`config.mk`:
```
export PLATFORM = sky130hd
export DESIGN_NAME = aes_host_regs
export DESIGN_NICKNAME = d
export VERILOG_FILES = /design/src/rtl/aes_pkg.sv /design/src/rtl/aes_host_regs.sv
export SDC_FILE = /design/constraint.sdc
export NUM_CORES = 1
export LEC_CHECK = 0
export ABC_AREA = 1
export ABC_CLOCK_PERIOD_IN_PS = 9240
export BUFFER_PORTS_ARGS = -buffer_cell sky130_fd_sc_hd__buf_2
export CAP_MARGIN = 10
export CORE_MARGIN = 4
export CORE_UTILIZATION = 25
export CTS_BUF_LIST = sky130_fd_sc_hd__clkbuf_8
export CTS_CLUSTER_DIAMETER = 60
export DETAILED_ROUTE_END_ITERATION = 12
export PLACE_DENSITY = 0.6
export SLEW_MARGIN = 20
export SYNTH_ARGS = -nofsm -noshare
export SYNTH_HDL_FRONTEND = slang
export SYNTH_SLANG_ARGS = --single-unit
```
`constraint.sdc`:
```
create_clock -name OK_addRK -period 9.24 [get_ports OK_addRK]
set_input_delay 0.924 -clock OK_addRK [delete_from_list [all_inputs] [get_ports OK_addRK]]
set_output_delay 0.924 -clock OK_addRK [all_outputs]
set_load 0.005 [all_outputs]
```
`src/rtl/aes_pkg.sv`:
```
/*
 * shared types of the AES-128 engine
 * state bytes, host control word, host word union,
 * host address codes, result record, xtime helper
 */
package aes_pkg;

    // byte 0 is the first input byte, column-major as in FIPS-197
    typedef logic [0:15][7:0] aes_state_t;

    // flags byte in the low bits of the host word
    typedef struct packed {
        logic [119:0] reserved;
        logic [7:0]   flags;
    } aes_ctrl_t;

    // start flag position in the flags byte
    localparam int flag_start = 0;

    // one host word, read as state bytes or as control
    typedef union packed {
        aes_state_t state;
        aes_ctrl_t  ctrl;
    } aes_host_word_u;

    // code 3 is unused but still acked
    typedef enum logic [1:0] {
        ADDR_CTRL = 2'd0,
        ADDR_KEY  = 2'd1,
        ADDR_DATA = 2'd2
    } aes_addr_e;

    typedef struct packed {
        aes_state_t data;
        logic [3:0] rounds;
    } aes_result_t;

    // multiply by x, reduction poly 0x11b
    function automatic logic [7:0] xtime(input logic [7:0] b);
        return {b[6:0], 1'b0} ^ (b[7] ? 8'h1b : 8'h00);
    endfunction

endpackage

```
`src/rtl/aes_host_regs.sv`:
```
`timescale 1ns/1ns
/*
 * host write port, four-phase req/ack
 * decodes host words into key, plaintext and the start pulse
 */
module aes_host_regs
    import aes_pkg::*;
(
    input  logic           OK_addRK,
    input  logic           resetn,
    input  logic           host_req,
    input  aes_addr_e      host_addr,
    input  aes_host_word_u host_word,
    output logic           host_ack,
    input  logic           idle,
    output logic           go,
    output aes_state_t     cipher_key,
    output aes_state_t     plaintext
);

    logic is_start;
    logic accept;

    // control view of the word, only the start flag matters
    assign is_start = (host_addr == ADDR_CTRL) && host_word.ctrl.flags[flag_start];

    // new request; a start word waits for an idle engine
    assign accept = host_req && !host_ack && (!is_start || idle);

    always_ff @(posedge OK_addRK)
    begin
        if (!resetn)
        begin
            host_ack <= 1'b0;
            go       <= 1'b0;
        end
        else
        begin
            // one-cycle pulse alongside the ack edge
            go <= accept && is_start;
            if (accept)
                host_ack <= 1'b1;
            else if (!host_req)
                host_ack <= 1'b0;
        end
    end

    // state view of the word, captured on the ack edge
    always_ff @(posedge OK_addRK)
    begin
        if (accept)
        begin
            case (host_addr)
                ADDR_KEY:  cipher_key <= host_word.state;
                ADDR_DATA: plaintext  <= host_word.state;
                // control words and code 3 leave key and data alone
                default:   ;
            endcase
        end
    end

endmodule

```
==> impl_results.md <==
- Initial antenna violation count: 3
- Gates resized, CTS repair: 0
- RSZ-0062 raised after global routing: no
- Type of the worst setup path: in -> reg
- Skew final: 0.0171 ns
- Vias post-DR: 4435
- Pre-CTS WS: 5.74 ns
- Multi-input gate area: 71.3 um2
- Startpoint Class: input pin
- Synth unique cells: 8
- Core Util, Final: 0.362
- Drt first pass iters: 4
- Top cells by area, synth: edfxtp_1 (98%), dfxtp_1 (0.51%), inv_1 (0.29%), nor2_1 (0.24%), nand2_1 (0.19%)
- Placement Rows: 64
- Achievable frequency: 352 MHz
- Min-Delay Path Class: in -> reg
- Largest net degree at the start of global routing: 67
- Insertion delay to the later sink of the worst-skew pair: 0.52 ns
- Die Y: 185 um
- Setup violators final: 0
- I/O Pins: 392
- Slew @ Worst Pin: 0.936 ns
- Fin. Hold Viols: 0
- Min Tclk post-route: 2.84 ns
- Syn_area_per_cell: 28.2 um2
- First-pass GRT wire length: 27200 um
- Post-route insts no fill: 1146
- Avg WL per Cell: 17.3 um
- Die ar.: 34100 um2
- Top-area cell type share of the netlist area: 0.985
- Routed Antenna Nets: 0
- Num CTS Buffers: 43
- Critical path required time: 9.37 ns
- Die X: 185 um
- Pins Over Slew Limit: 0
- CP endpoint kind: flip-flop
- Setup WS post-layout: 6.40 ns
- Top cell type by total area after synthesis: edfxtp_1
- Setup_tns: 0 ns
- Final Wtd Congestion: 0.784
- Period utilization: 0.307
- Leakage: 4.43 nW
- CTS Sinks: 258
- Wl on met1: 6820 um
- Max IR drop VDD: 123 uV
- Gr usage total: 0.106
- Ant. Diodes: 0
- Synthesis Warnings: 0
- Vias per std cell: 3.87
- CTS clk-pin slew, worst paths: 0.06 ns
- PD cells: 211 nW/um2
- Sequential fraction of the synthesis area: 0.990
- Cells after Synth: 277
- Hold Buf Count CTS: 0
- Htree depth: 2
- Post-Syn Area: 7810 um2
- Congestion Overflow GR: 0
- Core area: 30700 um2
- Slew headroom: 0.376
- Flops & latches, synth: 258
- HPWL after DPL: 14200 um
- Final wirelength: 19800 um
- CTS tree: yes
- Register cell area after layout: 7730 um2
- Layout area overhead: 42.3%
- Port Buffer Count: 391
- Vias in the first global route: 4679
- MaxCap Viol Count: 0
- Worst Path Max Fanout: 66
- DR top layer: met5
- Setup Buffers After CTS: 0
- Layout cells sized above 1: 0.601
- DRC Markers: 0
- Met2 wire length: 9700 um
- Fill cells: 2941
- Drt initial violations: 162
- Critical path arrival: 2.97 ns
- WL met3: 2550 um
- Longest Clk Path Bufs: 3
- Initial Util: 0.255
- Status: complete, no violations
- Mapped Nets: 411
- Post-layout nets: 851
- Dpl cells: 1068
- CTS root buf: clkbuf_8
critical path: stages:
cell     delay (ns)
buf_2          0.10
nor2_1         0.07
nand3_1        0.07
nand2_1        0.14
nor2_4         0.11
buf_4          0.64
buf_4          0.80
synth_stat cells, drive strengths merged:
library cell and number:
dfxtp 2, nand2 4, nand4 1, inv 6
nor2 5, or2 1, nand3 2, edfxtp 256
path summary, 6_finish.rpt:
| kind | from | slack [ns] | depth (start not counted) | endpoint |
|---|---|---|---|---|
| setup / recovery | host_addr[1] | 6.40 | 7 | cipher_key[27] |
| hold / removal | host_word[46] | 0.59 | 1 | plaintext[46] |
| setup reg to reg | host_ack | 6.61 | 5 | cipher_key[27] |
| hold reg to reg | host_ack | 0.61 | 4 | host_ack |
report_power, final:
| part | leakage [nW] | switching, mW | internal, mW |
|---|---|---|---|
| logic | 1.62 | 0.0514 | 0.0383 |
| clock network | 0.462 | 0.421 | 0.506 |
| registers | 2.35 | 0.00709 | 1.32 |
| total | 4.43 | 0.480 | 1.87 |
per-layer routing:
metal | up-vias | global-route usage
li1 | 2009 | -
met1 | 2083 | 0.110
met2 | 284 | 0.181
met3 | 53 | 0.0529
met4 | 6 | 0.0487
met5 | - | 0
metrics by stage:
step / total power [mW] / hold WS, ns / instance area [um2]
after global routing: 2.45 / 0.536 / 11100
after detailed placement: 1.45 / 0.587 / 10300
final: 2.35 / 0.591 / 11100
after global placement: 1.44 / 0.564 / 10300
after floorplan: 1.38 / 0.553 / 7810
after CTS: 2.39 / 0.529 / 11100
area by class of cell:
class / count / share of cell area
inverter: 6 / 0.00203
timing repair buffer: 395 / 0.179
clock inverter: 33 / 0.0167
sequential: 258 / 0.696
multi-input combinational: 13 / 0.00642
clock buffer: 45 / 0.0558
tap: 396 / 0.0446
cell families after synthesis:
| group | synth area share |
|---|---|
| buf+inv | 0.00288 |
| flops | 0.990 |
| simple gates | 0.00721 |
flip-flops by register name, summed over array words and instances (netlist names):
signal	flops
plaintext	128
host_ack	1
cipher_key	128
go	1
placed cells by master (no fill, tap or decap):
| cell | instances |
|---|---|
| bufinv_16 | 2 |
| clkbuf_8 | 45 |
| nor2_4 | 2 |
| inv_1 | 18 |
| nand3_1 | 2 |
| nand2_1 | 4 |
| or2_0 | 1 |
| clkinv_1 | 12 |
| buf_2 | 391 |
| clkinv_2 | 7 |
| buf_4 | 4 |
| dfxtp_1 | 2 |
| nand4_1 | 1 |
| edfxtp_1 | 256 |
| nor2_1 | 3 |
No activity file was read; power rests on OpenSTA's default activity.
