==> src/rtl/aes_pkg.sv <==
/*
 * shared types of the AES-128 engine
 * state bytes, host control word, host word union,
 * host address codes, result record, xtime helper
 */
package aes_pkg;

    // byte 0 is the first input byte, column-major as in FIPS-197
    typedef logic [0:15][7:0] aes_state_t;

    // flags byte in the low bits of the host word
    typedef struct packed {
        logic [119:0] reserved;
        logic [7:0]   flags;
    } aes_ctrl_t;

    // start flag position in the flags byte
    localparam int flag_start = 0;

    // one host word, read as state bytes or as control
    typedef union packed {
        aes_state_t state;
        aes_ctrl_t  ctrl;
    } aes_host_word_u;

    // code 3 is unused but still acked
    typedef enum logic [1:0] {
        ADDR_CTRL = 2'd0,
        ADDR_KEY  = 2'd1,
        ADDR_DATA = 2'd2
    } aes_addr_e;

    typedef struct packed {
        aes_state_t data;
        logic [3:0] rounds;
    } aes_result_t;

    // multiply by x, reduction poly 0x11b
    function automatic logic [7:0] xtime(input logic [7:0] b);
        return {b[6:0], 1'b0} ^ (b[7] ? 8'h1b : 8'h00);
    endfunction

endpackage

==> src/rtl/aes_sbox.sv <==
`timescale 1ns/1ns
/*
 * AES S-box for one byte
 * GF(2^8) inverse by exponentiation, then the affine transform
 */
module aes_sbox
    import aes_pkg::*;
(
    input  logic [7:0] in,
    output logic [7:0] out
);

    logic [7:0] sq;
    logic [7:0] inv;

    // shift-and-add product in GF(2^8)
    function automatic logic [7:0] gf_mul(input logic [7:0] a, input logic [7:0] b);
        logic [7:0] acc;
        logic [7:0] sh;
        acc = 8'h00;
        sh  = a;
        for (int i = 0; i < 8; i++)
        begin
            if (b[i])
                acc = acc ^ sh;
            sh = xtime(sh);
        end
        return acc;
    endfunction

    // a^254 is the inverse, zero stays zero
    always_comb
    begin
        sq  = in;
        inv = 8'h01;
        // squares a^2 .. a^128 multiplied together
        for (int i = 1; i < 8; i++)
        begin
            sq  = gf_mul(sq, sq);
            inv = gf_mul(inv, sq);
        end
    end

    // affine step: inv ^ rotl 1..4 ^ 0x63
    assign out = inv ^ {inv[6:0], inv[7]} ^ {inv[5:0], inv[7:6]}
               ^ {inv[4:0], inv[7:5]} ^ {inv[3:0], inv[7:4]} ^ 8'h63;

endmodule

==> src/rtl/aes_round_key.sv <==
`timescale 1ns/1ns
/*
 * round key register with on-the-fly AES-128 key expansion
 * RotWord, SubWord, round constant doubling
 */
module aes_round_key
    import aes_pkg::*;
(
    input  logic       OK_addRK,
    input  logic       resetn,
    input  logic       load,
    input  logic       advance,
    input  aes_state_t cipher_key,
    output aes_state_t round_key
);

    logic [7:0]      rcon;
    logic [0:3][7:0] rot_word;
    logic [0:3][7:0] sub_word;
    aes_state_t      next_key;

    // last key word rotated left by one byte
    assign rot_word = {round_key[13], round_key[14], round_key[15], round_key[12]};

    // SubWord
    for (genvar i = 0; i < 4; i++)
    begin : g_sbox
        aes_sbox u_sbox (
            .in  (rot_word[i]),
            .out (sub_word[i])
        );
    end

    always_comb
    begin
        // word 0 takes SubWord, rcon only on its first byte
        for (int j = 0; j < 4; j++)
            next_key[j] = round_key[j] ^ sub_word[j] ^ ((j == 0) ? rcon : 8'h00);
        // words 1..3 chain on the new previous word
        for (int i = 4; i < 16; i++)
            next_key[i] = round_key[i] ^ next_key[i - 4];
    end

    // round constant, 01 at each new key
    always_ff @(posedge OK_addRK)
    begin
        if (!resetn)
            rcon <= 8'h01;
        else if (load)
            rcon <= 8'h01;
        else if (advance)
            rcon <= xtime(rcon);
    end

    // key words
    always_ff @(posedge OK_addRK)
    begin
        if (load)
            round_key <= cipher_key;
        else if (advance)
            round_key <= next_key;
    end

endmodule

==> config.mk <==
export PLATFORM = sky130hd
export DESIGN_NAME = aes_round_key
export DESIGN_NICKNAME = d
export VERILOG_FILES = /design/src/rtl/aes_pkg.sv /design/src/rtl/aes_sbox.sv /design/src/rtl/aes_round_key.sv
export SDC_FILE = /design/constraint.sdc
export NUM_CORES = 2
export LEC_CHECK = 0
export BUFFER_PORTS_ARGS = -buffer_cell sky130_fd_sc_hd__buf_2
export CORE_MARGIN = 4
export CORE_UTILIZATION = 50
export DETAILED_ROUTE_END_ITERATION = 12
export PLACE_DENSITY = 0.67
export SYNTH_ARGS = -nofsm -noshare
export SYNTH_HDL_FRONTEND = slang
export SYNTH_SLANG_ARGS = --single-unit
==> constraint.sdc <==
create_clock -name OK_addRK -period 33.5 [get_ports OK_addRK]
set_input_delay 5.025 -clock OK_addRK [delete_from_list [all_inputs] [get_ports OK_addRK]]
set_output_delay 5.025 -clock OK_addRK [all_outputs]
set_load 0.005 [all_outputs]
==> summary.md <==
| Metric | Value |
|---|---|
| Max incr delay on CP | `0.98 ns` |
| Die Span X | `367 um` |
| Cell repeated most along the worst path | `xnor2_1` |
| CP max FO | `26` |
| Io pins | `260` |
| Largest family of logic cells by synthesized area | `XOR/XNOR gates` |
| Clk root buf | `clkbuf_16` |
| Worst reg-to-reg setup slack | `12.80 ns` |
| Max Cap Viol | `0` |
| WL/cell | `21.1 um` |
| FP Rows | `131` |
| Crit path DAT | `20.97 ns` |
| Crit share post-route | `0.618` |
| Unique cell type count in the Yosys netlist | `115` |
| #FFs+latches synth | `136` |
| Initial antenna violation count | `15` |
| # clock sinks | `136` |
| Die Span Y | `367 um` |
| Async SR Flop Fraction | `0` |
| RSZ-0062 raised after global routing | `no` |
| Post-synth EDFFs | `128` |
| DR pass1 iterations | `6` |
| CTS clk-pin slew, worst paths | `0.07 ns` |
| Worst Setup Slack, final | `12.80 ns` |
| Std-Cell Core Area | `128000 sq um` |
| Worst Hold Class | `reg -> reg` |
| Vias in the first global route | `55200` |
| Routability Congestion | `0.970` |
| Post-synthesis adder-cell area fraction | `0.00368` |
| Cell family with most CP delay | `XOR/XNOR gates` |
| Worst Tran Pin Value | `1.28 ns` |
| Synthesized cell area | `64500 sq um` |
| Complex-gate fraction of the synthesized area | `0.159` |
| Share of layout cells above drive strength 1 | `0.115` |
| Final antenna-violating net count | `0` |
| Fmax | `0.0483 GHz` |
| Via count | `60000` |
| H-tree depth | `4` |
| Ys flop type | `edfxtp_1` |
| Max-slew violations | `0` |
| First-pass GRT wire length | `323000 um` |
| Residual overflow from global routing | `0` |
| # setup viols final | `0` |
| Routed WL | `208000 um` |
| Layout Skew | `0.0285 ns` |
| Status | `complete, no violations` |
| DRC Markers | `0` |
| DIE AREA | `135000 sq um` |
| Commonest non-fill, non-tap cell in the layout | `xnor2_1` |
| Mux share of post-synthesis cell area | `0.0528` |
| CTS tree | `built` |
| Tot GR Track Use | `0.294` |
| CP endpoint kind | `register` |
| Net count, final | `8342` |
| Period minus WS final | `20.70 ns` |
| Largest net degree at the start of global routing | `60` |
| Post-Synth XOR/XNOR Area | `0.489` |
| CP max-delay cell | `xor2_1` |
| WP buf/inv | `3` |
| Post-synth top area share | `0.218` |
| Hold Vio Cnt, Final | `0` |
| Port-buffer cells | `259` |
| Slew HR | `0.138` |
| Synth warn | `0` |
| Largest cells by area after synthesis | `xnor2_1 (22%), xnor3_1 (13%), xor2_1 (6.8%), nor2_1 (6.4%), edfxtp_1 (6.0%)` |
| Area growth syn-to-layout | `5.67%` |
| Post-CTS Resized | `0` |
| CP Class | `reg -> reg` |
| Mapped Cells | `8237` |
| Detailed Place HPWL | `154000 um` |
| CP required | `33.77 ns` |
| Top cell type by total area after synthesis | `xnor2_1` |
| CTS Buf Count | `17` |
| Initial DRC Count | `5959` |
| Later-pin clock latency in the skew report | `0.54 ns` |
| Seq/Total Area, Yosys | `0.0620` |
| Critical Path Start Type | `register` |
| Avg Cell Area, Syn | `7.83 sq um` |
| Filler cells | `12200` |
| Most frequent cells in the layout | `xnor2_1 (1571), nor2_1 (1103), nand2_1 (907), xor2_1 (492), a21oi_1 (406)` |
| Setup TNS | `0 ns` |
| Hold buffers post-CTS | `0` |
| Place WS | `13.01 ns` |
| Max Root-Sink Buffers | `2` |
| Post-synthesis share of cell area spent on and, or, nand and nor gates | `0.188` |
| Net Count, Synth | `8388` |
| Starting density of the core | `0.505` |
| Post-CTS Setup Repair Bufs | `0` |
| Via-to-Cell Ratio | `6.08` |
[area by class of cell]
| class | instances | area [sq um] | share of cell area |
|---|---|---|---|
| Antenna cell | 3 | 7.51 | 0.000110 |
| Clock buffer | 18 | 429 | 0.00629 |
| Clock inverter | 14 | 155 | 0.00228 |
| Inverter | 93 | 352 | 0.00516 |
| Multi-Input combinational cell | 7440 | 58000 | 0.851 |
| Sequential cell | 136 | 4000 | 0.0587 |
| Tap cell | 1662 | 2080 | 0.0305 |
| Timing Repair Buffer | 503 | 3130 | 0.0460 |
[cell usage after synthesis, types with 62 or more instances]
cell      instances
o21ai_0         341
a21oi_1         406
nor2b_1          72
xor2_1          500
edfxtp_1        128
xnor2_1        1607
xnor2_2          88
xnor3_1         361
nand2_1         907
o22ai_1         113
buf_2           142
xor3_1           62
nor3_1          214
mux2_2           99
a31oi_1          63
nor2_1         1104
a211oi_1         89
mux2i_1         213
o211ai_1         63
inv_1            71
nand3_1         163
clkbuf_1        335
[final timing paths]
kind	cells past startpoint	start	to
max reg2reg	57	round_key[15]$_DFFE_PP_	round_key[20]$_DFFE_PP_
min	2	rcon[4]$_SDFFE_PP0P_	rcon[4]$_SDFFE_PP0P_
max	57	round_key[15]$_DFFE_PP_	round_key[20]$_DFFE_PP_
min reg2reg	2	rcon[4]$_SDFFE_PP0P_	rcon[4]$_SDFFE_PP0P_
[registers in the layout, indices dropped and copies added, names as in the netlist]
name	flops
round_key	128
rcon	8
[worst reg2reg max path, delay by kind of cell, from the launching register on]
family	cells	cell delay (ns)
XOR/XNOR	33	12.54
AO/OA/AOI/OAI	7	2.16
adder cells (fa/ha/maj)	3	1.76
AND/OR/NAND/NOR	8	1.38
buffers and inverters	3	1.07
flip-flops	1	0.89
multiplexers	3	0.62
[per-stage QoR]
step | utilization | instance area, sq um | hold slack (ns) | std cells
CTS | 0.533 | 68200 | 0.537 | 9866
detailed placement | 0.529 | 67600 | 0.529 | 9834
global placement | 0.529 | 67600 | 0.518 | 9834
finish | 0.533 | 68200 | 0.535 | 9869
global route | 0.533 | 68200 | 0.561 | 9866
floorplan | - | 64500 | 0.486 | 8237
[kinds of logic (layout without fill, tap and decap cells)]
logic type               after synthesis  count (layout)
AND/OR/NAND/NOR                     2800            2800
XOR/XNOR                            2716            2716
AO/OA/AOI/OAI                       1584            1584
buffers and inverters                661             628
multiplexers                         321             321
flip-flops                           136             136
adder cells (fa/ha/maj)               19              19
other                                  0               3
[metal layers]
metal  track usage  routed length, um
met5             0                 78
met4        0.0667               4410
met3        0.0615              19500
met2         0.459              92200
met1         0.417              92300
Power is left out: the tool's default activity adds up to more than one toggle a clock period on the data nets, which glitch-free logic cannot reach.
