## config.mk

```make
export PLATFORM = sky130hd
export DESIGN_NAME = aes_round_ctrl
export DESIGN_NICKNAME = d
export VERILOG_FILES = /design/src/rtl/aes_pkg.sv /design/src/rtl/aes_round_ctrl.sv
export SDC_FILE = /design/constraint.sdc
export NUM_CORES = 1
export LEC_CHECK = 0
export ABC_CLOCK_PERIOD_IN_PS = 4400
export BUFFER_PORTS_ARGS = -buffer_cell sky130_fd_sc_hd__buf_2
export CORE_AREA = 2 2 256 258
export CTS_CLUSTER_SIZE = 10
export DETAILED_ROUTE_END_ITERATION = 7
export DIE_AREA = 0 0 258 260
export GPL_TIMING_DRIVEN = 0
export HOLD_SLACK_MARGIN = 0.12
export PLACE_DENSITY = 0.39
export SETUP_SLACK_MARGIN = 0.02
export SYNTH_ARGS = -nofsm -noshare
export SYNTH_HDL_FRONTEND = slang
export SYNTH_SLANG_ARGS = --single-unit
```

## constraint.sdc

```tcl
create_clock -name OK_addRK -period 4.4 [get_ports OK_addRK]
set_input_delay 0.22 -clock OK_addRK [delete_from_list [all_inputs] [get_ports OK_addRK]]
set_output_delay 0.22 -clock OK_addRK [all_outputs]
set_load 0.05 [all_outputs]
```

## src/rtl/aes_pkg.sv

```systemverilog
/*
 * shared types of the AES-128 engine
 * state bytes, host control word, host word union,
 * host address codes, result record, xtime helper
 */
package aes_pkg;

    // byte 0 is the first input byte, column-major as in FIPS-197
    typedef logic [0:15][7:0] aes_state_t;

    // flags byte in the low bits of the host word
    typedef struct packed {
        logic [119:0] reserved;
        logic [7:0]   flags;
    } aes_ctrl_t;

    // start flag position in the flags byte
    localparam int flag_start = 0;

    // one host word, read as state bytes or as control
    typedef union packed {
        aes_state_t state;
        aes_ctrl_t  ctrl;
    } aes_host_word_u;

    // code 3 is unused but still acked
    typedef enum logic [1:0] {
        ADDR_CTRL = 2'd0,
        ADDR_KEY  = 2'd1,
        ADDR_DATA = 2'd2
    } aes_addr_e;

    typedef struct packed {
        aes_state_t data;
        logic [3:0] rounds;
    } aes_result_t;

    // multiply by x, reduction poly 0x11b
    function automatic logic [7:0] xtime(input logic [7:0] b);
        return {b[6:0], 1'b0} ^ (b[7] ? 8'h1b : 8'h00);
    endfunction

endpackage

```

## src/rtl/aes_round_ctrl.sv

```systemverilog
`timescale 1ns/1ns
/*
 * round sequencer of the encryption engine
 * state register, round counter, key commands, result handshake
 */
module aes_round_ctrl
    import aes_pkg::*;
#(
    parameter int n_rounds = 10
)
(
    input  logic        OK_addRK,
    input  logic        resetn,
    input  logic        go,
    input  aes_state_t  plaintext,
    input  aes_state_t  round_key,
    input  aes_state_t  round_out,
    output aes_state_t  state,
    output logic        last_round,
    output logic        key_load,
    output logic        key_advance,
    output logic        idle,
    output aes_result_t result,
    output logic        result_req,
    input  logic        result_ack
);

    typedef enum logic [2:0] {
        S_IDLE,
        S_ADDKEY,
        S_ROUND,
        S_RESULT,
        S_RELEASE
    } fsm_e;

    fsm_e       fsm;
    logic [3:0] round_cnt;
    logic       final_round;

    assign final_round = (round_cnt == 4'(n_rounds));
    assign idle        = (fsm == S_IDLE);
    // key copied together with the plaintext
    assign key_load    = go && idle;
    // no key step after the final round
    assign key_advance = (fsm == S_ADDKEY) || ((fsm == S_ROUND) && !final_round);
    assign last_round  = (fsm == S_ROUND) && final_round;

    always_ff @(posedge OK_addRK)
    begin
        if (!resetn)
        begin
            fsm        <= S_IDLE;
            round_cnt  <= 4'd0;
            result_req <= 1'b0;
        end
        else
        begin
            case (fsm)
                S_IDLE:
                    if (go)
                        fsm <= S_ADDKEY;
                S_ADDKEY:
                begin
                    round_cnt <= 4'd1;
                    fsm       <= S_ROUND;
                end
                // last round goes straight into the result register
                S_ROUND:
                    if (final_round)
                    begin
                        result_req <= 1'b1;
                        fsm        <= S_RESULT;
                    end
                    else
                        round_cnt <= round_cnt + 4'd1;
                S_RESULT:
                    if (result_ack)
                    begin
                        result_req <= 1'b0;
                        fsm        <= S_RELEASE;
                    end
                // wait for ack low before taking a new start
                S_RELEASE:
                    if (!result_ack)
                        fsm <= S_IDLE;
                default:
                    fsm <= S_IDLE;
            endcase
        end
    end

    // plaintext copy, initial key addition, then one round per clock
    always_ff @(posedge OK_addRK)
    begin
        if (key_load)
            state <= plaintext;
        else if (fsm == S_ADDKEY)
            state <= state ^ round_key;
        else if ((fsm == S_ROUND) && !final_round)
            state <= round_out;
        // result stays put while result_req is high
        if (last_round)
        begin
            result.data   <= round_out;
            result.rounds <= round_cnt;
        end
    end

endmodule

```

==> impl_metrics.py <==
metrics = {
    "flow_run": {
        "max_cap_viol_count": 0,
    },
    "cts": {
        "clkTransAtPathRegs_ns": 0.06,
        "clk_latency_ns": 0.52,
        "clk_path_buf_depth": 3,
        "cts.sinks": 268,
        "cts_tree": "done",
        "root_buffer": "clkbuf_16",
        "cts_resized": 0,
        "htreeDepth": 2,
        "cts-buffers-inserted": 36,
    },
    "timing": {
        "maxSlewHeadroom_pct": 4.57,
        "rsz0062_at_grt": "false",
        "worst_pin_slew_ns": 1.43,
        "post-route-period-util_pct": 75.8,
        "fmax_mhz": 300,
        "setup_viol": 0,
        "skew_ns": 0.00939,
        "finalHoldViolCount": 0,
        "fin_setup_tns_ns": 0,
        "slew_viol_final": 0,
        "layout_min_cycle_time_ns": 3.34,
    },
    "logic_synthesis": {
        "synthTopCellsByCount": "edfxtp_1 (260), nand2_1 (132), mux2i_1 (128), xor2_1 (128), o21ai_1 (87)",
        "syn_avg_cell_area_sq_um": 13.9,
        "async_reset_ff_share_pct": 0,
        "synth_cell_types": 37,
        "ys_ff_latch": 268,
        "netlist_area_sq_um": 12100,
        "synth_nets": 1259,
        "ys_seq_area_share_pct": 65.8,
        "netlist_instances": 869,
        "synthFlopType": "edfxtp_1",
        "synth_most_common_cell": "edfxtp_1",
        "synth_top_area_share_pct": 64.4,
        "synth_warnings": 0,
        "synth_top_cell_by_area": "edfxtp_1",
        "synth-edff-count": 260,
        "synth_area_leaders": "edfxtp_1 (64%), mux2i_1 (11%), xor2_1 (9.3%)",
    },
    "drt": {
        "first_iter_violations": 482,
        "wire_per_inst_microns": 19.1,
        "vias_per_cell": 3.98,
        "drc": 0,
        "ant_nets": 0,
        "firstDrtPassIters": 5,
        "vias": 10800,
        "finalWirelength_mm": 51.8,
    },
    "layout": {
        "multi_input_area_sq_um": 3800,
        "layout.cells.non_filler": 2707,
        "area_growth_pct": 67.3,
        "drive_gt1_share_pct": 40.4,
        "final_nets": 2214,
        "seq_area_sq_um": 7970,
        "fillers": 6637,
    },
    "setup_path": {
        "cp_max_fo": 36,
        "reg2reg_slack_ns": 1.35,
        "crit_type": "flip-flop to output pin",
        "start_kind": "flip-flop",
        "reg2reg_to": "result[93]",
        "r2r-start": "fsm[1]",
        "cp.required_ns": 4.18,
        "endpoint_kind": "output pin",
        "crit_arrival_ns": 3.12,
        "ff2ff_path_depth": 7,
    },
    "die": {
        "dieArea_sq_um": 67100,
        "pin_count": 653,
        "dieHeight_microns": 260,
        "rows": 93,
        "core-area_sq_um": 64100,
        "fp.dieW_microns": 258,
        "initial_core_util_pct": 18.9,
    },
    "global_routing": {
        "antenna_found_initial": 12,
        "grt_usage_pct": 14.7,
        "grt_pass1_vias": 11600,
        "grt_overflow": 0,
        "grt_max_degree": 54,
        "grt_first_pass_wirelength_mm": 73.5,
    },
    "power_and_ir_drop": {
        "power_mw": 8.14,
        "powerDensity_nw_per_um2": 402,
        "peakVddDrop_mv": 0.282,
        "p_leak_nw": 8.41,
    },
    "placed_design": {
        "dp_hpwl_mm": 38.9,
        "routabilityCongestion": 0.822,
        "portBuffers": 652,
        "place_inst": 2382,
    },
    "hold_path": {
        "min_to": "state[44]",
        "hold_path.class": "input port to flip-flop",
        "hold_depth": 4,
        "hold_start": "round_key[44]",
    },
    "run_status": {
        "status": "completed",
    },
}
==> power by group <==
part	leakage, nW	internal [mW]	total (mW)	switching, mW
sequential	2.52	3.10	3.25	0.153
clock	0.520	1.65	2.79	1.14
combinational	5.36	0.707	2.10	1.40
==> critical path, cell delays in order (launching register included) <==
cell and delay (ns):
dfxtp_1 0.31, buf_2 0.21, nor3b_1 0.69, nand2_1 0.24, clkinvlp_4 0.46, buf_12 0.29
buf_2 0.32
==> cells in the final DEF (no fill, tap or decap), types with 4 or more instances in the layout <==
master,instances
dlygate4sd3_1,259
clkinv_1,7
nand2_1,132
inv_1,4
buf_6,12
dfxtp_1,8
diode_2,6
buf_4,11
edfxtp_1,260
clkbuf_1,17
buf_2,662
xor2_1,128
o21ai_1,87
clkbuf_16,37
o21ai_0,43
clkbuf_2,6
nand3_1,4
mux2i_1,128
==> layout make-up <==
class                           instances  share of cell area, %
Multi-Input combinational cell        550                   18.7
Buffer                                 46                   1.65
Tap cell                              855                   5.28
Clock inverter                         12                  0.500
Antenna cell                            6                 0.0741
Clock buffer                           48                   4.77
Sequential cell                       268                   39.3
Inverter                                5                  0.111
Timing Repair Buffer                  917                   29.6
==> how the worst max path moves through the flow <==
| stage | start | endpoint | slack (ns) | depth (start not counted) |
|---|---|---|---|---|
| 2_1_floorplan | fsm[1] | state[0] | 0.80 | 4 |
| 3_3_place_gp | fsm[0] | state[111] | -0.83 | 5 |
| 3_5_place_dp | fsm[0] | state[97] | 1.28 | 6 |
| 4_1_cts | fsm[1] | last_round | 1.02 | 6 |
| 5_1_grt | fsm[1] | last_round | 0.80 | 6 |
| 6_report | fsm[1] | last_round | 1.06 | 6 |
==> through the flow <==
stage / hold slack, ns / utilization, % / instance area [sq um] / setup WS, ns
3_3_place_gp: 0.413 / 25.7 / 16500 / -0.826
2_1_floorplan: 0.319 / - / 12100 / 0.798
5_1_grt: 0.165 / 31.6 / 20300 / 0.796
4_1_cts: 0.142 / 31.6 / 20300 / 1.02
6_report: 0.192 / 31.6 / 20300 / 1.06
3_5_place_dp: 0.414 / 25.9 / 16600 / 1.28
==> sequential cells by signal, indices dropped and copies added (netlist names) <==
register / count
fsm: 3
result: 132
result_req: 1
round_cnt: 4
state: 128
==> layer usage <==
layer	GRT usage, %	vias up	share of wire (%)
met3	5.11	93	9.2
met1	16.3	5078	38
met4	6.12	8	3.9
li1	-	5087	-
met2	25.8	503	49
met5	0	-	0.11
==> what timing repair did <==
item | in CTS | in global routing
setup buffers | 0 | 0
hold endpoints to repair | 263 | 0
hold buffers | 259 | 0
==> cells by family (layout without fill, tap and decap cells) <==
| family | after synthesis | in the layout | share of synthesized area [%] |
|---|---|---|---|
| buffers and inverters | 51 | 1028 | 2.92 |
| XOR/XNOR | 128 | 128 | 9.25 |
| AO/OA/AOI/OAI | 141 | 141 | 6.01 |
| adder cells (fa/ha/maj) | 2 | 2 | 0.206 |
| multiplexers | 128 | 128 | 10.6 |
| flip-flops | 268 | 268 | 65.8 |
| other | 0 | 6 | 0 |
| AND/OR/NAND/NOR | 151 | 151 | 5.29 |
Note: power is estimated with default switching activity, not from simulation.
